$ cat config.mk
export PLATFORM = sky130hd
export DESIGN_NAME = soc_misc_top
export DESIGN_NICKNAME = d
export VERILOG_FILES = /design/src/verilog/soc_misc_pkg.sv /design/src/verilog/board_regs.sv /design/src/verilog/bus_decode.sv /design/src/verilog/flash_sel_seq.sv /design/src/verilog/gpio_regs.sv /design/src/verilog/soc_misc_top.sv
export SDC_FILE = /design/constraint.sdc
export NUM_CORES = 1
export LEC_CHECK = 0
export BUFFER_PORTS_ARGS = -buffer_cell sky130_fd_sc_hd__buf_2
export CAP_MARGIN = 20
export CORE_MARGIN = 8
export CORE_UTILIZATION = 43
export DETAILED_ROUTE_END_ITERATION = 8
export GPL_TIMING_DRIVEN = 0
export PLACE_DENSITY = 0.72
export SLEW_MARGIN = 20
export SYNTH_ARGS = -nofsm -noshare
export SYNTH_HDL_FRONTEND = slang
export SYNTH_SLANG_ARGS = --single-unit
$ cat constraint.sdc
create_clock -name clk48m -period 2.4 [get_ports clk48m]
set_clock_uncertainty 0.15 [all_clocks]
set_input_delay 0.48 -clock clk48m [delete_from_list [all_inputs] [get_ports clk48m]]
set_output_delay 0.48 -clock clk48m [all_outputs]
set_load 0.05 [all_outputs]
$ cat src/verilog/soc_misc_pkg.sv
// shared bus types, register map and constants for the misc control page
// imported by wildcard into each design module that needs them
package soc_misc_pkg;

	// ------------------------------------------------------------------------
	// widths and bus types
	// ------------------------------------------------------------------------
	typedef logic [31:0] word_t;
	typedef logic [3:0]  strb_t;
	typedef logic [4:0]  reg_idx_t;
	typedef logic [29:0] genio_t;
	typedef logic [5:0]  sao_t;
	typedef logic [7:0]  pmod_t;

	// region code from address bits 31:28 where only the misc page is mapped
	typedef enum logic [3:0] {
		REGION_BOOT = 4'h0,
		REGION_UART = 4'h1,
		REGION_MISC = 4'h2,
		REGION_LCD  = 4'h3,
		REGION_RAM  = 4'h4
	} region_e;

	typedef struct packed {
		logic  valid;
		word_t addr;
		word_t wdata;
		strb_t wstrb;
	} bus_req_t;

	typedef struct packed {
		logic  ready;
		word_t rdata;
	} bus_rsp_t;

	// write strobe from the decoder to the register blocks
	typedef struct packed {
		logic     we;
		reg_idx_t idx;
		word_t    wdata;
	} reg_wr_t;

	// ------------------------------------------------------------------------
	// misc page register indices (address bits 6:2)
	// ------------------------------------------------------------------------
	localparam reg_idx_t REG_LED       = 5'd0;
	localparam reg_idx_t REG_BTN       = 5'd1;
	localparam reg_idx_t REG_SOC_VER   = 5'd2;
	localparam reg_idx_t REG_FLASH_SEL = 5'd13;
	localparam reg_idx_t REG_GENIO_IN  = 5'd17;
	localparam reg_idx_t REG_GENIO_OUT = 5'd18;
	localparam reg_idx_t REG_GENIO_OE  = 5'd19;
	localparam reg_idx_t REG_GENIO_W2S = 5'd20;
	localparam reg_idx_t REG_GENIO_W2C = 5'd21;
	localparam reg_idx_t REG_GPEXT_IN  = 5'd22;
	localparam reg_idx_t REG_GPEXT_OUT = 5'd23;
	localparam reg_idx_t REG_GPEXT_OE  = 5'd24;
	localparam reg_idx_t REG_GPEXT_W2S = 5'd25;
	localparam reg_idx_t REG_GPEXT_W2C = 5'd26;

	// ------------------------------------------------------------------------
	// constants
	// ------------------------------------------------------------------------
	localparam word_t       BUS_ERROR_DATA  = 32'hDEAD_BEEF;
	localparam word_t       SOC_VERSION     = 32'h0000_0000;
	localparam logic [23:0] RELOAD_MAGIC    = 24'hD0F1A5;
	localparam logic [2:0]  FSEL_DELAY_LOAD = 3'd7;

	// expansion word layout
	localparam int SAO1_LSB     = 0;
	localparam int SAO2_LSB     = 8;
	localparam int PMOD_LSB     = 16;
	localparam int IRDA_SD_BIT  = 30;
	localparam int USB_VDET_BIT = 31;

	localparam word_t GPEXT_OUT_MASK  = 32'h40FF_3F3F;
	localparam word_t GPEXT_OE_MASK   = 32'h00FF_3F3F;
	// irda transceiver starts in shutdown
	localparam word_t GPEXT_OUT_RESET = 32'h4000_0000;

endpackage

$ cat src/verilog/board_regs.sv
// board level registers of the misc page for leds, buttons, version and trace enable
`timescale 1ns/1ps

module board_regs
	import soc_misc_pkg::*;
(
	input  logic        clk48m,
	input  logic        rst,
	input  reg_wr_t     i_reg_wr,
	input  reg_idx_t    i_rd_idx,
	input  logic [7:0]  i_btn,
	output logic [15:0] o_led,
	output logic        o_trace_en,
	output word_t       o_rdata
);

	always_ff @(posedge clk48m) begin
		if (rst) begin
			o_led      <= '0;
			o_trace_en <= 1'b0;
		end else if (i_reg_wr.we) begin
			if (i_reg_wr.idx == REG_LED) begin
				o_led <= i_reg_wr.wdata[15:0];
			end
			// trace enable hides behind the version register
			if (i_reg_wr.idx == REG_SOC_VER) begin
				o_trace_en <= i_reg_wr.wdata[0];
			end
		end
	end

	// buttons are active low on the board
	always_comb begin
		case (i_rd_idx)
			REG_LED:     o_rdata = {16'h0, o_led};
			REG_BTN:     o_rdata = {24'h0, ~i_btn};
			REG_SOC_VER: o_rdata = SOC_VERSION;
			default:     o_rdata = '0;
		endcase
	end

endmodule

$ cat src/verilog/bus_decode.sv
// region decoder and response stage for the misc page bus slave
// answers every request exactly one cycle later with ready and read data
`timescale 1ns/1ps

module bus_decode
	import soc_misc_pkg::*;
(
	input  logic     clk48m,
	input  logic     rst,
	input  bus_req_t i_req,
	input  word_t    i_rdata_board,
	input  word_t    i_rdata_gpio,
	input  word_t    i_rdata_fsel,
	output reg_wr_t  o_reg_wr,
	output reg_idx_t o_rd_idx,
	output bus_rsp_t o_rsp,
	output logic     o_bus_error
);

	region_e region;
	logic    hit_misc;
	word_t   rdata_merged;
	logic    rsp_ready;
	word_t   rsp_rdata;
	logic    bus_err_q;

	// ------------------------------------------------------------------------
	// decode
	// ------------------------------------------------------------------------
	assign region   = region_e'(i_req.addr[31:28]);
	assign hit_misc = (region == REGION_MISC);

	assign o_rd_idx = i_req.addr[6:2];

	// only byte lane 0 qualifies a write
	assign o_reg_wr = '{
		we:    i_req.valid && hit_misc && i_req.wstrb[0],
		idx:   i_req.addr[6:2],
		wdata: i_req.wdata
	};

	// blocks return zero for indices they do not own
	assign rdata_merged = i_rdata_board | i_rdata_gpio | i_rdata_fsel;

	// ------------------------------------------------------------------------
	// response stage
	// ------------------------------------------------------------------------
	always_ff @(posedge clk48m) begin
		if (rst) begin
			rsp_ready <= 1'b0;
			bus_err_q <= 1'b0;
		end else begin
			rsp_ready <= i_req.valid;
			// one pulse per unmapped access
			bus_err_q <= i_req.valid && !hit_misc;
		end
	end

	always_ff @(posedge clk48m) begin
		if (i_req.valid) begin
			rsp_rdata <= hit_misc ? rdata_merged : BUS_ERROR_DATA;
		end
	end

	assign o_rsp = '{ready: rsp_ready, rdata: rsp_rdata};
	assign o_bus_error = bus_err_q;

	// the or merge needs at most one block driving readback at a time
	a_rdata_one_source: assert property (
		@(posedge clk48m) disable iff (rst)
		$onehot0({|i_rdata_board, |i_rdata_gpio, |i_rdata_fsel})
	);

endmodule

$ cat src/verilog/flash_sel_seq.sv
// flash mux select with a delayed three-cycle mux clock pulse
// the magic pattern in bits 31:8 queues an fpga reload through PROGRAMN
`timescale 1ns/1ps

module flash_sel_seq
	import soc_misc_pkg::*;
(
	input  logic     clk48m,
	input  logic     rst,
	input  reg_wr_t  i_reg_wr,
	input  reg_idx_t i_rd_idx,
	output logic     o_fsel_d,
	output logic     o_fsel_c,
	output logic     o_programn,
	output word_t    o_rdata
);

	logic       fsel_wr;
	logic       fsel_strobe;
	logic       reload_pend;
	logic       reload;
	logic [2:0] fsel_delay;

	assign fsel_wr = i_reg_wr.we && (i_reg_wr.idx == REG_FLASH_SEL);

	always_ff @(posedge clk48m) begin
		if (rst) begin
			o_fsel_d    <= 1'b0;
			fsel_strobe <= 1'b0;
			reload_pend <= 1'b0;
		end else begin
			fsel_strobe <= fsel_wr;
			if (fsel_wr) begin
				o_fsel_d <= i_reg_wr.wdata[0];
				if (i_reg_wr.wdata[31:8] == RELOAD_MAGIC) begin
					reload_pend <= 1'b1;
				end
			end
		end
	end

	// the mux flop gets its data well before the clock edge
	always_ff @(posedge clk48m) begin
		if (rst) begin
			fsel_delay <= '0;
			reload     <= 1'b0;
		end else begin
			// once reloading, the sequencer stays frozen
			if (fsel_strobe && !reload) begin
				fsel_delay <= FSEL_DELAY_LOAD;
			end else if (fsel_delay != 3'd0) begin
				fsel_delay <= fsel_delay - 3'd1;
			end
			// PROGRAMN falls together with the last count
			if (fsel_delay == 3'd2 && reload_pend) begin
				reload <= 1'b1;
			end
		end
	end

	assign o_fsel_c   = (fsel_delay <= 3'd5) && (fsel_delay >= 3'd3);
	assign o_programn = ~reload;
	assign o_rdata    = (i_rd_idx == REG_FLASH_SEL) ? {31'h0, o_fsel_d} : '0;

	a_no_clk_in_reload: assert property (
		@(posedge clk48m) disable iff (rst)
		!o_programn |-> !o_fsel_c
	);

endmodule

$ cat src/verilog/gpio_regs.sv
// general i/o bank and packed expansion bank (sao1, sao2, pmod, irda shutdown)
// plain, write-to-set and write-to-clear writes plus input pin readback
`timescale 1ns/1ps

module gpio_regs
	import soc_misc_pkg::*;
(
	input  logic     clk48m,
	input  logic     rst,
	input  reg_wr_t  i_reg_wr,
	input  reg_idx_t i_rd_idx,
	input  genio_t   i_genio_in,
	input  sao_t     i_sao1_in,
	input  sao_t     i_sao2_in,
	input  pmod_t    i_pmod_in,
	input  logic     i_usb_vdet,
	output genio_t   o_genio_out,
	output genio_t   o_genio_oe,
	output sao_t     o_sao1_out,
	output sao_t     o_sao1_oe,
	output sao_t     o_sao2_out,
	output sao_t     o_sao2_oe,
	output pmod_t    o_pmod_out,
	output pmod_t    o_pmod_oe,
	output logic     o_irda_sd,
	output word_t    o_rdata
);

	// next output value for a bank with plain, set and clear registers
	function automatic word_t bank_write(word_t cur, reg_wr_t wr, reg_idx_t plain_idx,
			reg_idx_t set_idx, reg_idx_t clr_idx);
		word_t nxt;
		nxt = cur;
		if (wr.we) begin
			if (wr.idx == plain_idx) begin
				nxt = wr.wdata;
			end else if (wr.idx == set_idx) begin
				nxt = cur | wr.wdata;
			end else if (wr.idx == clr_idx) begin
				nxt = cur & ~wr.wdata;
			end
		end
		return nxt;
	endfunction

	// expansion bank kept in bus layout
	word_t ext_out_q;
	word_t ext_oe_q;
	word_t ext_in;
	word_t genio_nx;
	word_t ext_nx;

	assign genio_nx = bank_write({2'b0, o_genio_out}, i_reg_wr, REG_GENIO_OUT,
		REG_GENIO_W2S, REG_GENIO_W2C);
	assign ext_nx = bank_write(ext_out_q, i_reg_wr, REG_GPEXT_OUT,
		REG_GPEXT_W2S, REG_GPEXT_W2C);

	always_ff @(posedge clk48m) begin
		if (rst) begin
			o_genio_out <= '0;
			o_genio_oe  <= '0;
			ext_out_q   <= GPEXT_OUT_RESET;
			ext_oe_q    <= '0;
		end else begin
			o_genio_out <= genio_nx[$bits(genio_t)-1:0];
			ext_out_q   <= ext_nx & GPEXT_OUT_MASK;
			if (i_reg_wr.we && i_reg_wr.idx == REG_GENIO_OE) begin
				o_genio_oe <= i_reg_wr.wdata[$bits(genio_t)-1:0];
			end
			if (i_reg_wr.we && i_reg_wr.idx == REG_GPEXT_OE) begin
				ext_oe_q <= i_reg_wr.wdata & GPEXT_OE_MASK;
			end
		end
	end

	assign o_sao1_out = ext_out_q[SAO1_LSB +: $bits(sao_t)];
	assign o_sao2_out = ext_out_q[SAO2_LSB +: $bits(sao_t)];
	assign o_pmod_out = ext_out_q[PMOD_LSB +: $bits(pmod_t)];
	assign o_irda_sd  = ext_out_q[IRDA_SD_BIT];
	assign o_sao1_oe  = ext_oe_q[SAO1_LSB +: $bits(sao_t)];
	assign o_sao2_oe  = ext_oe_q[SAO2_LSB +: $bits(sao_t)];
	assign o_pmod_oe  = ext_oe_q[PMOD_LSB +: $bits(pmod_t)];

	// input pins in the same layout, vbus detect on top
	always_comb begin
		ext_in = '0;
		ext_in[SAO1_LSB +: $bits(sao_t)]  = i_sao1_in;
		ext_in[SAO2_LSB +: $bits(sao_t)]  = i_sao2_in;
		ext_in[PMOD_LSB +: $bits(pmod_t)] = i_pmod_in;
		ext_in[USB_VDET_BIT]              = i_usb_vdet;
	end

	always_comb begin
		case (i_rd_idx)
			REG_GENIO_IN:  o_rdata = {2'b0, i_genio_in};
			REG_GENIO_OUT: o_rdata = {2'b0, o_genio_out};
			REG_GENIO_OE:  o_rdata = {2'b0, o_genio_oe};
			REG_GPEXT_IN:  o_rdata = ext_in;
			REG_GPEXT_OUT: o_rdata = ext_out_q;
			REG_GPEXT_OE:  o_rdata = ext_oe_q;
			default:       o_rdata = '0;
		endcase
	end

endmodule

$ cat src/verilog/soc_misc_top.sv
// misc control page of the badge soc built from the decoder and the board, gpio and
// flash-select blocks
`timescale 1ns/1ps

module soc_misc_top
	import soc_misc_pkg::*;
(
	input  logic        clk48m,
	input  logic        rst,
	input  bus_req_t    i_req,
	input  logic [7:0]  i_btn,
	input  genio_t      i_genio_in,
	input  sao_t        i_sao1_in,
	input  sao_t        i_sao2_in,
	input  pmod_t       i_pmod_in,
	input  logic        i_usb_vdet,
	output bus_rsp_t    o_rsp,
	output logic        o_bus_error,
	output logic [15:0] o_led,
	output logic        o_trace_en,
	output genio_t      o_genio_out,
	output genio_t      o_genio_oe,
	output sao_t        o_sao1_out,
	output sao_t        o_sao1_oe,
	output sao_t        o_sao2_out,
	output sao_t        o_sao2_oe,
	output pmod_t       o_pmod_out,
	output pmod_t       o_pmod_oe,
	output logic        o_irda_sd,
	output logic        o_fsel_d,
	output logic        o_fsel_c,
	output logic        o_programn
);

	reg_wr_t  reg_wr;
	reg_idx_t rd_idx;
	word_t    rdata_board;
	word_t    rdata_gpio;
	word_t    rdata_fsel;

	// ------------------------------------------------------------------------
	// bus side
	// ------------------------------------------------------------------------
	bus_decode u_bus_decode (
		.clk48m        (clk48m),
		.rst           (rst),
		.i_req         (i_req),
		.i_rdata_board (rdata_board),
		.i_rdata_gpio  (rdata_gpio),
		.i_rdata_fsel  (rdata_fsel),
		.o_reg_wr      (reg_wr),
		.o_rd_idx      (rd_idx),
		.o_rsp         (o_rsp),
		.o_bus_error   (o_bus_error)
	);

	// ------------------------------------------------------------------------
	// register blocks
	// ------------------------------------------------------------------------
	board_regs u_board_regs (
		.clk48m     (clk48m),
		.rst        (rst),
		.i_reg_wr   (reg_wr),
		.i_rd_idx   (rd_idx),
		.i_btn      (i_btn),
		.o_led      (o_led),
		.o_trace_en (o_trace_en),
		.o_rdata    (rdata_board)
	);

	gpio_regs u_gpio_regs (
		.clk48m      (clk48m),
		.rst         (rst),
		.i_reg_wr    (reg_wr),
		.i_rd_idx    (rd_idx),
		.i_genio_in  (i_genio_in),
		.i_sao1_in   (i_sao1_in),
		.i_sao2_in   (i_sao2_in),
		.i_pmod_in   (i_pmod_in),
		.i_usb_vdet  (i_usb_vdet),
		.o_genio_out (o_genio_out),
		.o_genio_oe  (o_genio_oe),
		.o_sao1_out  (o_sao1_out),
		.o_sao1_oe   (o_sao1_oe),
		.o_sao2_out  (o_sao2_out),
		.o_sao2_oe   (o_sao2_oe),
		.o_pmod_out  (o_pmod_out),
		.o_pmod_oe   (o_pmod_oe),
		.o_irda_sd   (o_irda_sd),
		.o_rdata     (rdata_gpio)
	);

	flash_sel_seq u_flash_sel_seq (
		.clk48m     (clk48m),
		.rst        (rst),
		.i_reg_wr   (reg_wr),
		.i_rd_idx   (rd_idx),
		.o_fsel_d   (o_fsel_d),
		.o_fsel_c   (o_fsel_c),
		.o_programn (o_programn),
		.o_rdata    (rdata_fsel)
	);

endmodule
# Word level (Yosys, flattened, before mapping)
# Cells that the tools add are included.
dict set report word_totals {
  out_inout_bits 155
  register_bits 159
  in_bits 130
  elab_cells 74
}
dict set report op_classes {
  n_mux 11
  eq_ne 16
  n_addsub 1
  n_bitwise 9
  n_reduce_logical 21
  n_lt_le_gt_ge 2
}
# operator count
set ops {}
lappend ops {{$pmux W32 S6} 1}
lappend ops {{$mux W31} 3}
lappend ops {{$mux W30} 3}
lappend ops {{$or A32 B32 Y32} 2}
lappend ops {{$eq A5 B5 Y1 const B} 10}
lappend ops {{$pmux W16 S2} 1}
lappend ops {{$and A31 B31 Y31} 1}
lappend ops {{$not A31 Y31} 1}
lappend ops {{$or A31 B31 Y31} 1}
lappend ops {{$and A30 B30 Y30} 1}
lappend ops {{$or A30 B30 Y30} 1}
lappend ops {{$eq A24 B24 Y1 const B} 1}
lappend ops {{$reduce_and A2 Y1} 5}
lappend ops {{$logic_and A1 B1 Y1} 9}
lappend ops {{$reduce_bool A3 Y1} 3}
lappend ops {{$not A8 Y8} 1}
lappend ops {{$mux W3} 2}
lappend ops {{$eq A5 B1 Y1 const B} 1}
lappend ops {{$eq A5 B2 Y1 const B} 1}
lappend ops {{$eq A5 B4 Y1 const B} 1}
lappend ops {{$logic_not A5 Y1} 1}
lappend ops {{$eq A4 B2 Y1 const B} 1}
lappend ops {{$eq A3 B2 Y1 const B} 1}
lappend ops {{$ge A3 B2 Y1 const B} 1}
lappend ops {{6 further kinds} 7}

# Logic depth before layout (Yosys ltp)
# Gate-level depths: netlist of the first run.
dict set report depth {
  ltp_word 5
  ltp_mapped 7
  mapped_depth_nobuf 6
}

# Modules after synthesis
# Synthesis of the first run repeated with hierarchy kept, for this count alone.
dict set report unflattened {
  hier_cells 878
  hier_area_um2 8130.3
}
# mod area_each_um2 n_inst cells_per_inst
set modules_own_cells {}
lappend modules_own_cells {gpio_regs 4770.8 1 561}
lappend modules_own_cells {bus_decode 1637.8 1 125}
lappend modules_own_cells {board_regs 1051.0 1 112}
lappend modules_own_cells {flash_sel_seq 670.6 1 80}

# Worst setup path before layout of the first run
# OpenSTA, ideal clock, no wires.
dict set report synth_path {
  kind {input port to flip-flop}
  startpoint {input port i_req[64] (netlist name)}
  endpoint {register u_gpio_regs.ext_oe_q[16]}
  setup_slack_ps 263
  t_arrival_ps 1860
  cell_stages 6
  cell_sequence {or4b_4 > buf_6 > nor4_4 > buf_6 > mux2i_1 > nor2_1}
}
dict set report synth_via {
  elab_chain_len 4
}
# element line
set synth_lines {}
lappend synth_lines {{start: declaration} soc_misc_top.sv:10} ;# input bus_req_t i_req,
lappend synth_lines {{$eq A4 B2 Y1} bus_decode.sv:31} ;# assign hit_misc = (region == REGION_MISC);
lappend synth_lines {{$logic_and A1 B1 Y1 (2 in series)} bus_decode.sv:37} ;# we: i_req.valid && hit_misc && i_req.wstrb[0],
lappend synth_lines {{$logic_and A1 B1 Y1} gpio_regs.sv:70} ;# if (i_reg_wr.we && i_reg_wr.idx == REG_GPEXT_OE) begin
lappend synth_lines {{end signal: assignment} gpio_regs.sv:71} ;# ext_oe_q <= i_reg_wr.wdata & GPEXT_OE_MASK;
lappend synth_lines {{end: declaration} gpio_regs.sv:48} ;# word_t ext_oe_q;
# Every way passes these cells.
# A chain may end at the register's enable or synchronous reset.

# Worst setup path after layout of the first run
dict set report layout_path {
  startpoint {input port i_req[38] (netlist name)}
  endpoint {register u_bus_decode.rsp_rdata[20], data pin}
}
dict set report layout_via {
  elab_chain_len 4
  word_cells_on_any_way 9
}
# element line
set layout_lines {}
lappend layout_lines {{$eq A5 B5 Y1} gpio_regs.sv:94} ;# case (i_rd_idx)
lappend layout_lines {{$pmux W32 S6 (*)} gpio_regs.sv:94}
lappend layout_lines {{$or A32 B32 Y32 (*) (2 in series)} bus_decode.sv:43} ;# assign rdata_merged = i_rdata_board | i_rdata_gpio | i_rdata_fsel;
lappend layout_lines {{end signal: assignment} bus_decode.sv:61} ;# rsp_rdata <= hit_misc ? rdata_merged : BUS_ERROR_DATA;
lappend layout_lines {{end: declaration} bus_decode.sv:24} ;# word_t rsp_rdata;
# Every way passes the cells marked *; elsewhere a longest branch is shown, timed or not.

==> key figures, run 1 <==
Global route
  • GRT overflow: 0
  • Largest net degree at the start of global routing: 38
  • Initial antenna violation count: 3
  • First-pass GRT wire length: 46100 µm
  • Total track usage: 0.280
  • Number of global-route vias before repair: 7790

Synth
  • Sequential fraction of the synthesis area: 0.474
  • Synth Register Bits: 159
  • Mapped Cells: 817
  • Area contributors post-synth: dfxtp_1 (34%), edfxtp_1 (13%), a21oi_1 (7.8%)
  • Synth unique cells: 54
  • Fraction of registers with async set/reset: 0
  • Ys flop type: dfxtp_1
  • Synth top cells by count: dfxtp_1 (127), a21oi_1 (115), nand2_1 (107)
  • Post-synth net total: roughly 950
  • Mapped Area: 0.00740 mm²
  • Avg Cell Area, Syn: 9.05 µm²
  • Count leader, synth: dfxtp_1
  • Yosys top cell area share: 0.344
  • Synth warnings: 0
  • Yosys top cell by area: dfxtp_1
  • Post-synth EDFFs: 32

Timing
  • Slew @ Worst Pin: 0.940 ns
  • Final Hold Fails: 0
  • Fmax: 0.423 GHz
  • Final worst slack: about 0.036 ns
  • Fin. max-slew vios: 0
  • Tmin final: 2.36 ns
  • Final setup vio count: 0
  • RSZ-0062 raised after global routing: no
  • Slew headroom: 0.373
  • Final period utilization: 0.985
  • Total negative slack: 0 ns

Drt
  • Remaining antenna violation count after routing: 0
  • WL/cell: about 24 µm
  • DR iter-0 viols: roughly 960
  • Vias: 8011
  • Number of vias per cell: approximately 6.0
  • Pre-Repair DR Iteration Count: 6
  • Drt total wl: approximately 32000 µm
  • DRC errors left: 0

Floorplan
  • Horiz. Die Dim: 147 µm
  • Boundary Pins: about 290
  • Die area: 0.0217 mm²
  • Initial Utilization: 0.434
  • Row cnt: 48
  • Core area: 0.0171 mm²
  • Die H: 147 µm

Worst setup path
  • Worst Path Required: 2.49 ns
  • Levels on crit path: 6
  • Crit start category: primary input
  • Worst reg2reg path depth: 3
  • Worst reg2reg setup slack: 0.78 ns
  • CP delay by family, top: simple AND/OR/NAND/NOR gates
  • Crit path DAT: 2.45 ns
  • Crit-path cells: buf_2 -> nand4bb_1 -> nor2_2 -> clkbuf_2 -> a22oi_1 -> a31oi_1
  • Crit path kind: primary input to flop
  • CP max stage cell: nor2_2
  • CP Buf/Inv Count: 2
  • Slowest stage delay, CP: 0.68 ns
  • CP max FO: 10
  • CP endpoint kind: flop

Pwr
  • Power, Total: 6.27 mW
  • Power Density: 653 mW/mm²
  • Maximum VDD drop: 511 µV
  • P_leak: 4.07 nW

Placed design
  • DP Wirelength: between 20000 and 25000 µm
  • Gp weighted congestion: about 0.93
  • Pre-CTS setup slack: -0.701 ns
  • IO buf count: 253

Job
  • Max capacitance violation total: 0

Clock network
  • Clock Latency Late Sink: 0.43 ns
  • TritonCTS clock tree: built
  • Worst-case clock buffer depth: 2
  • CTS Sinks: 159
  • Clock root cell: clkbuf_16
  • Htree depth: 4
  • Total CTS buffers: 17
  • Clk slew on worst S/H paths: 0.06 ns

Min path
  • Hold Crit Depth: 3
  • Worst hold path class: primary input to flop

Cells and area
  • Nets: roughly 1200
  • Fin util: 0.563
  • Share of layout cells above drive strength 1: 0.310
  • Area Growth Syn to Fin: 29.9%
  • Fillcell total: 1627

Status
  • Status: finished clean
## what timing repair did
item | CTS | global route
hold buffers | 0 | 0
pin swaps | 0 | 1
cloned | 0 | 0
setup endpoints to repair | 29 | 116
setup buffers | 0 | 2
endpoints found under the hold margin | 0 | 0
gates resized for setup | 9 | 19
## stage by stage
step | instance area (µm²) | hold slack [ns] | instances
floorplan | 7400 | 0.287 | 817
global placement | 8940 | 0.304 | 1295
detailed placement | 8950 | 0.308 | 1295
CTS | 9560 | 0.165 | 1327
global route | 9610 | 0.170 | 1331
finish | 9610 | 0.177 | 1331
## tightest hold or removal path: cells and delay by family
family                 cells  cell delay, ns
AND/OR/NAND/NOR            1            0.05
buffers and inverters      1            0.12
AO/OA/AOI/OAI              1            0.05
## cells by family after synthesis
kind of cell,after synthesis,synth area share
and+or+nand+nor,284,0.200
AOI/OAI and AO/OA,251,0.216
DFF,159,0.474
buffers and inverters,77,0.0472
muxes,40,0.0541
adders and majority gates,5,0.00846
xor gates and xnor gates,1,0.00118
## cells in the final DEF (no fill, tap or decap), types with 6 or more instances in the layout
cell       synthesis  final
a2111oi_0          6      6
a211o_1           21     21
a21oi_1          115    115
a221oi_1           9      9
a222oi_1          11     11
a22oi_1           35     35
a31oi_1            8      8
and2_1            25     25
and3_1            13     13
buf_2             21    273
clkbuf_1          40     35
clkbuf_16          0     18
clkbuf_2           0      8
dfxtp_1          127    127
edfxtp_1          32     32
mux2i_1           40     40
nand2_1          107    107
nand2b_1           6      6
nand3_1           17     17
nor2_1            47     44
nor3_1            10      8
nor3b_1           20     20
o21ai_0           33     33
## routing by layer
layer  GRT usage  part of all wire  vias up
met5           0           0.00032        -
met2       0.436              0.45      548
li1            -                 -     3550
met1       0.351              0.39     3824
met4       0.131             0.039        2
met3      0.0821              0.12       87
## area by class of cell
cell class	count	area, µm²	area share
Multi-Input combinational cell	581	3580	0.372
Sequential cell	159	3500	0.365
Timing Repair Buffer	255	1280	0.134
Clock buffer	24	503	0.0524
Buffer	72	355	0.0370
Tap cell	225	282	0.0293
Clock inverter	8	78.8	0.00821
Inverter	5	18.8	0.00195
Antenna cell	2	5.00	0.000521
## worst paths after layout
path                                                 from                                        to
setup / recovery                                i_req[38]  u_bus_decode.rsp_rdata[20]$_SDFFCE_PP0P_
hold / removal                                  i_req[31]   u_gpio_regs.o_genio_oe[27]$_SDFFE_PP0P_
setup reg to reg       u_board_regs.o_led[5]$_SDFFE_PP0P_   u_bus_decode.rsp_rdata[5]$_SDFFCE_PP1P_
hold reg to reg   u_gpio_regs.o_genio_oe[25]$_SDFFE_PP0P_   u_gpio_regs.o_genio_oe[25]$_SDFFE_PP0P_
## where the power goes
group          leakage (nW)  switching, mW  total [mW]  internal [mW]
Clock                 0.285           1.10        2.67           1.57
Combinational          2.44          0.555       0.782          0.228
Sequential             1.34         0.0376        2.82           2.78
Note: power is estimated with default switching activity, not from simulation.
==> run 2, diff against run 1 <==
--- a/config.mk
+++ b/config.mk
@@ -12,6 +12,7 @@
 export DETAILED_ROUTE_END_ITERATION = 8
 export GPL_TIMING_DRIVEN = 0
 export PLACE_DENSITY = 0.72
+export SETUP_SLACK_MARGIN = 0.05
 export SLEW_MARGIN = 20
 export SYNTH_ARGS = -nofsm -noshare
 export SYNTH_HDL_FRONTEND = slang
==> key figures, run 2 (synthesis gave the netlist of run 1 again) <==
Status
  • Status: finished clean (unchanged)

Floorplan
  • Core area: 0.0171 mm² (unchanged)
  • Die area: 0.0217 mm² (unchanged)
  • Die H: 147 µm (unchanged)
  • Horiz. Die Dim: 147 µm (unchanged)
  • Row cnt: 48 (unchanged)
  • Boundary Pins: 285 (unchanged)
  • Initial Utilization: 0.434 (unchanged)

Timing
  • Slew @ Worst Pin: 0.941 ns (was 0.940 ns)
  • RSZ-0062 raised after global routing: no (unchanged)
  • Final worst slack: 0.152 ns (was 0.0358 ns)
  • Fmax: 0.445 GHz (was 0.423 GHz)
  • Final setup vio count: 0 (unchanged)
  • Total negative slack: 0 ns (unchanged)
  • Slew headroom: 0.373 (about the same)
  • Final period utilization: 0.937 (was 0.985)
  • Final Hold Fails: 0 (unchanged)
  • Fin. max-slew vios: 0 (unchanged)
  • Hold Worst Slack: 0.178 ns (was 0.177 ns)
  • Tmin final: 2.25 ns (was 2.36 ns)

Placed design
  • Pre-CTS setup slack: -0.701 ns (unchanged)
  • IO buf count: 253 (unchanged)
  • Placed insts: 1295 (unchanged)
  • Gp weighted congestion: 0.933 (unchanged)
  • Post-DP Area: 0.00895 mm² (unchanged)
  • DP Wirelength: 22500 µm (unchanged)

Worst setup path
  • CP Buf/Inv Count: 4 (was 2)
  • CP most frequent cell: buf_2
  • Crit path DAT: 2.37 ns (was 2.45 ns)
  • Reg-to-Reg Start: u_board_regs.o_led[5]$_SDFFE_PP0P_ (unchanged)
  • Worst reg2reg path depth: 3 (unchanged)
  • CP max stage cell: buf_2 (was nor2_2)
  • CP max FO: 10 (unchanged)
  • CP delay by family, top: buffers and inverters (was simple AND/OR/NAND/NOR gates)
  • Crit start category: primary input (unchanged)
  • Crit path kind: primary input to flop (unchanged)
  • Worst reg2reg setup slack: 0.82 ns (was 0.78 ns)
  • Crit-path cells: buf_2 -> nor2b_1 -> clkbuf_1 -> and2_1 -> buf_2 -> buf_2 -> a22oi_1 -> nand3_1 (was buf_2 -> nand4bb_1 -> nor2_2 -> clkbuf_2 -> a22oi_1 -> a31oi_1)
  • Reg2Reg Capture Point: u_bus_decode.rsp_rdata[5]$_SDFFCE_PP1P_ (unchanged)
  • CP endpoint kind: flop (unchanged)
  • Worst Path Required: 2.52 ns (was 2.49 ns)
  • Slowest stage delay, CP: 0.40 ns (was 0.68 ns)

Cells and area
  • Final instance area: 0.00961 mm² (about the same)
  • Area Growth Syn to Fin: 29.9% (about the same)
  • Fillcell total: 1626 (was 1627)
  • Highest-count cells in the layout ignoring fill and taps: buf_2 (274), dfxtp_1 (127), a21oi_1 (115), nand2_1 (107), nor2_1 (44) (was buf_2 (273), dfxtp_1 (127), a21oi_1 (115), nand2_1 (107), nor2_1 (44))
  • Commonest non-fill, non-tap cell in the layout: buf_2 (unchanged)
  • Nets: 1226 (unchanged)
  • Fin util: 0.563 (about the same)
  • Layout Cells excl Fill: 1331 (unchanged)
  • Share of layout cells above drive strength 1: 0.311 (was 0.310)

Min path
  • WHS Endpoint: u_gpio_regs.o_genio_oe[27]$_SDFFE_PP0P_ (unchanged)
  • Hold Path Origin: i_req[31] (unchanged)
  • Worst hold path class: primary input to flop (unchanged)
  • Hold Crit Depth: 3 (unchanged)

Drt
  • Pre-Repair DR Iteration Count: 8 (was 6)
  • Number of vias per cell: 5.98 (was 6.02)
  • Remaining antenna violation count after routing: 0 (unchanged)
  • Drt total wl: 31500 µm (about the same)
  • WL/cell: 23.7 µm (about the same)
  • DR iter-0 viols: 1036 (was 963)
  • DRC errors left: 0 (unchanged)
  • Vias: 7965 (was 8011)

Global route
  • Number of global-route vias before repair: 7798 (was 7790)
  • Initial antenna violation count: 3 (unchanged)
  • GRT overflow: 0 (unchanged)
  • First-pass GRT wire length: 46200 µm (was 46100 µm)
  • Largest net degree at the start of global routing: 38 (unchanged)
  • Total track usage: 0.280 (about the same)

Clock network
  • Total CTS buffers: 17 (unchanged)
  • Htree depth: 4 (unchanged)
  • TritonCTS clock tree: built (unchanged)
  • Clk slew on worst S/H paths: 0.06 ns (about the same)
  • Clock Latency Late Sink: 0.43 ns (about the same)
  • CTS Sinks: 159 (unchanged)
  • Clock root cell: clkbuf_16 (unchanged)
  • Worst-case clock buffer depth: 2 (unchanged)

Pwr
  • Power Density: 653 mW/mm² (about the same)
  • Power, Total: 6.27 mW (about the same)
  • Maximum VDD drop: 510 µV (was 511 µV)
  • P_leak: 4.07 nW (about the same)

Job
  • Max capacitance violation total: 0 (unchanged)
==> run 2: cell types whose count changed in the layout (fill, tap and decap cells not counted), sizes merged <==
| cell | delta |
|---|---|
| buf | +3 |
| clkbuf | -2 |
| clkdlybuf4s15 | -1 |
==> run 2: cell type report <==
cell class / count / area [µm²] / share of cell area
diodes: 2 / 5.00 / 0.000521
plain buffers: 72 / 350 / 0.0365
clock buffers: 24 / 503 / 0.0524
clock inverters: 8 / 78.8 / 0.00820
inverters: 5 / 18.8 / 0.00195
multi-input cells: 581 / 3580 / 0.373
flip-flops and latches: 159 / 3500 / 0.365
well taps: 225 / 282 / 0.0293
repair buffers: 255 / 1280 / 0.134
==> run 2: layer usage <==
layer,vias to the layer above,global-route usage,wire (µm)
met5,-,0,10
met4,2,0.128,1190
met3,83,0.0818,3500
met2,537,0.437,14200
met1,3789,0.351,12600
li1,3554,-,-
==> run 2: timing repair <==
| item | in CTS | in global routing |
|---|---|---|
| cloned | 0 | 0 |
| setup endpoints to repair | 78 | 93 |
| pin swaps | 0 | 1 |
| setup buffers | 0 | 2 |
| hold buffers | 0 | 0 |
| gates resized for setup | 11 | 22 |
==> run 2: how the worst max path moves through the flow <==
stage,from,end,slack [ns],cells past startpoint
final,i_req[39],u_bus_decode.rsp_rdata[0]$_SDFFCE_PP1P_,0.15,8
after global routing,i_req[39],u_bus_decode.rsp_rdata[0]$_SDFFCE_PP1P_,0.05,8
after CTS,i_req[42],u_bus_decode.rsp_rdata[21]$_SDFFCE_PP1P_,-0.002,7
after detailed placement,i_req[42],u_bus_decode.rsp_rdata[22]$_SDFFCE_PP0P_,-0.70,7
after global placement,i_req[38],u_bus_decode.rsp_rdata[20]$_SDFFCE_PP0P_,-0.94,6
after floorplan,i_req[64],u_gpio_regs.ext_oe_q[16]$_SDFFE_PP0P_,0.26,6
==> run 2: where the power goes <==
part           total [mW]  leakage, nW  switching, mW  internal [mW]
logic               0.783         2.45          0.556          0.228
clock network        2.67        0.285           1.09           1.57
registers            2.82         1.34         0.0373           2.78
==> run 2: worst reg2reg max path: cells and delay by family, from the launching register on <==
family          cells  cell delay, ns
simple gates        2            0.30
compound gates      1            0.54
flops               1            0.33
==> run 3, diff against run 2 <==
--- a/config.mk
+++ b/config.mk
@@ -13,6 +13,7 @@
 export GPL_TIMING_DRIVEN = 0
 export PLACE_DENSITY = 0.72
 export SETUP_SLACK_MARGIN = 0.05
+export SKIP_LAST_GASP = 1
 export SLEW_MARGIN = 20
 export SYNTH_ARGS = -nofsm -noshare
 export SYNTH_HDL_FRONTEND = slang
==> constraint.sdc (replaced) <==
create_clock -name clk48m -period 2.5 [get_ports clk48m]
set_clock_uncertainty 0.15 [all_clocks]
set_input_delay 0.5 -clock clk48m [delete_from_list [all_inputs] [get_ports clk48m]]
set_output_delay 0.5 -clock clk48m [all_outputs]
set_load 0.05 [all_outputs]
==> key figures, run 3 (synthesis gave the netlist of run 1 again) <==
Clock network
  • TritonCTS clock tree: built (unchanged)
  • Worst-case clock buffer depth: 2 (unchanged)
  • # Post-CTS Setup Buffers: 0 (unchanged)
  • Clock root cell: clkbuf_16 (unchanged)
  • Total CTS buffers: 17 (unchanged)
  • Htree depth: 4 (unchanged)
  • Clk slew on worst S/H paths: 0.07 ns (was 0.06 ns)
  • Clock Latency Late Sink: 0.42 ns (was 0.43 ns)
  • CTS Sinks: 159 (unchanged)

Min path
  • Hold Path Origin: i_req[31] (unchanged)
  • Worst hold path class: primary input to flop (unchanged)
  • WHS Endpoint: u_gpio_regs.o_genio_oe[27]$_SDFFE_PP0P_ (unchanged)
  • Hold Crit Depth: 3 (unchanged)

Worst setup path
  • Worst reg2reg setup slack: 0.90 ns (was 0.82 ns)
  • CP Buf/Inv Count: 3 (was 4)
  • Reg2Reg Capture Point: u_bus_decode.rsp_rdata[1]$_SDFFCE_PP1P_ (was u_bus_decode.rsp_rdata[5]$_SDFFCE_PP1P_)
  • Crit path kind: primary input to flop (unchanged)
  • Reg-to-Reg Start: u_board_regs.o_led[1]$_SDFFE_PP0P_ (was u_board_regs.o_led[5]$_SDFFE_PP0P_)
  • Slowest stage delay, CP: 0.48 ns (was 0.40 ns)
  • CP max FO: 10 (unchanged)
  • Worst Setup SP: i_req[42] (was i_req[39])
  • CP most frequent cell: buf_2 (unchanged)
  • Worst Path Required: 2.64 ns (was 2.52 ns)
  • CP delay by family, top: buffers and inverters (unchanged)
  • Crit path DAT: 2.55 ns (was 2.37 ns)
  • CP max stage cell: buf_2 (unchanged)
  • Crit-path cells: buf_2 -> clkbuf_1 -> nand3b_1 -> nor2_4 -> buf_2 -> a222oi_1 -> nand3_1 (was buf_2 -> nor2b_1 -> clkbuf_1 -> and2_1 -> buf_2 -> buf_2 -> a22oi_1 -> nand3_1)
  • Worst reg2reg path depth: 3 (unchanged)
  • Crit start category: primary input (unchanged)
  • CP endpoint kind: flop (unchanged)
  • Levels on crit path: 7 (was 8)

Pwr
  • Power Density: 627 mW/mm² (was 653 mW/mm²)
  • Internal power: 4.40 mW (was 4.58 mW)
  • Sequential Power Share: 0.450 (about the same)
  • Switching Share: 0.269 (about the same)
  • Gate power share: 0.125 (about the same)
  • P_leak: 4.06 nW (was 4.07 nW)
  • Maximum VDD drop: 486 µV (was 510 µV)
  • NetSw: 1.62 mW (was 1.69 mW)
  • Clock power frac: 0.425 (about the same)
  • Power, Total: 6.02 mW (was 6.27 mW)

Drt
  • Remaining antenna violation count after routing: 0 (unchanged)
  • Number of vias per cell: 5.94 (was 5.98)
  • Drt total wl: 31500 µm (about the same)
  • WL/cell: 23.7 µm (about the same)
  • Vias: 7890 (was 7965)
  • DR iter-0 viols: 962 (was 1036)
  • DRC errors left: 0 (unchanged)
  • Pre-Repair DR Iteration Count: 5 (was 8)

Global route
  • Number of global-route vias before repair: 7794 (was 7798)
  • First-pass GRT wire length: 46200 µm (about the same)
  • GRT overflow: 0 (unchanged)
  • Total track usage: 0.280 (about the same)
  • Initial antenna violation count: 3 (unchanged)
  • Largest net degree at the start of global routing: 38 (unchanged)

Timing
  • Final period utilization: 0.964
  • Final setup vio count: 0 (unchanged)
  • Fin. max-slew vios: 0 (unchanged)
  • Slew @ Worst Pin: 0.922 ns (was 0.941 ns)
  • RSZ-0062 raised after global routing: no (unchanged)
  • Fmax: slightly above 0.4 GHz
  • Tmin final: 2.41 ns
  • Hold Worst Slack: 0.197 ns (was 0.178 ns)
  • Slew headroom: 0.385 (was 0.373)
  • Final Hold Fails: 0 (unchanged)

Cells and area
  • Area Growth Syn to Fin: 29.7% (was 29.9%)
  • Nets: 1224 (was 1226)
  • Layout Cells excl Fill: 1329 (was 1331)
  • Commonest non-fill, non-tap cell in the layout: buf_2 (unchanged)
  • Area of the multi-input gates: 0.00358 mm² (about the same)
  • Share of layout cells above drive strength 1: 0.309 (was 0.311)
  • Fillcell total: 1629 (was 1626)
  • Final instance area: 0.00959 mm² (was 0.00961 mm²)
  • Sequential cell area: 0.00350 mm² (unchanged)
  • Highest-count cells in the layout ignoring fill and taps: buf_2 (273), dfxtp_1 (127), a21oi_1 (115), nand2_1 (107), nor2_1 (44) (was buf_2 (274), dfxtp_1 (127), a21oi_1 (115), nand2_1 (107), nor2_1 (44))

Placed design
  • DP Wirelength: 22500 µm (unchanged)
  • IO buf count: 253 (unchanged)
  • Post-DP Area: 0.00895 mm² (unchanged)
  • Gp weighted congestion: 0.933 (unchanged)
  • Placed insts: 1295 (unchanged)

Floorplan
  • Core area: 0.0171 mm² (unchanged)
  • Initial Utilization: 0.434 (unchanged)
  • Boundary Pins: 285 (unchanged)
  • Die area: 0.0217 mm² (unchanged)
  • Horiz. Die Dim: 147 µm (unchanged)
  • Die H: 147 µm (unchanged)
  • Row cnt: 48 (unchanged)

Job
  • Max capacitance violation total: 0 (unchanged)

Status
  • Status: finished clean (unchanged)
run 3: changes by cell type in the layout (fill, tap and decap cells not counted), sizes merged:
cell,before,now
buf,286,281
clkbuf,65,67
clkdlybuf4s15,0,1
run 3: how the worst max path moves through the flow:
stage / end / slack (ns)
6_report: u_bus_decode.rsp_rdata[19]$_SDFFCE_PP1P_ / 0.09
5_1_grt: u_bus_decode.rsp_rdata[19]$_SDFFCE_PP1P_ / 0.06
4_1_cts: u_bus_decode.rsp_rdata[22]$_SDFFCE_PP0P_ / 0.07
3_5_place_dp: u_bus_decode.rsp_rdata[22]$_SDFFCE_PP0P_ / -0.62
3_3_place_gp: u_bus_decode.rsp_rdata[20]$_SDFFCE_PP0P_ / -0.86
2_1_floorplan: u_gpio_regs.ext_oe_q[16]$_SDFFE_PP0P_ / 0.34
run 3: layout make-up:
cell class / instances / area share
inverter: 5 / 0.00196
clock inverter: 8 / 0.00822
tap: 225 / 0.0293
buffer: 72 / 0.0372
clock buffer: 24 / 0.0524
antenna: 2 / 0.000522
sequential: 159 / 0.365
timing repair buffer: 253 / 0.132
multi-input combinational: 581 / 0.373
run 3: tightest hold or removal path: cells and delay by family:
kind | cells | cell delay, ns
AND/OR/NAND/NOR | 1 | 0.05
buffers and inverters | 1 | 0.12
AO/OA/AOI/OAI | 1 | 0.05
run 3: power groups by stage:
stage / clock [mW] / sequential [mW] / combinational (mW)
detailed placement: 0 / 2.76 / 0.731
global route: 2.69 / 2.71 / 0.799
global placement: 0 / 2.76 / 0.721
finish: 2.56 / 2.71 / 0.751
floorplan: 0 / 2.88 / 0.317
CTS: 2.58 / 2.71 / 0.734
run 3: layer usage:
metal / part of all wire / GRT usage / up-vias
met5: 0.00032 / 0 / -
met4: 0.037 / 0.131 / 2
met3: 0.11 / 0.0821 / 77
met2: 0.45 / 0.436 / 507
met1: 0.39 / 0.351 / 3758
li1: - / - / 3546
run 3: stage by stage:
| stage | setup WS [ns] | utilization | setup TNS, ns |
|---|---|---|---|
| floorplan | 0.343 | - | 0 |
| global placement | -0.855 | 0.524 | -45.20 |
| detailed placement | -0.621 | 0.525 | -44.82 |
| finish | 0.0889 | 0.562 | 0 |
| global route | 0.0569 | 0.562 | 0 |
| CTS | 0.0732 | 0.560 | 0 |
run 3: timing repair:
item / 4_1_cts / 5_1_grt
setup endpoints to repair: 27 / 107
pin swaps: 0 / 0
hold buffers: 0 / 0
gates resized for setup: 7 / 23
endpoints found under the hold margin: 0 / 0
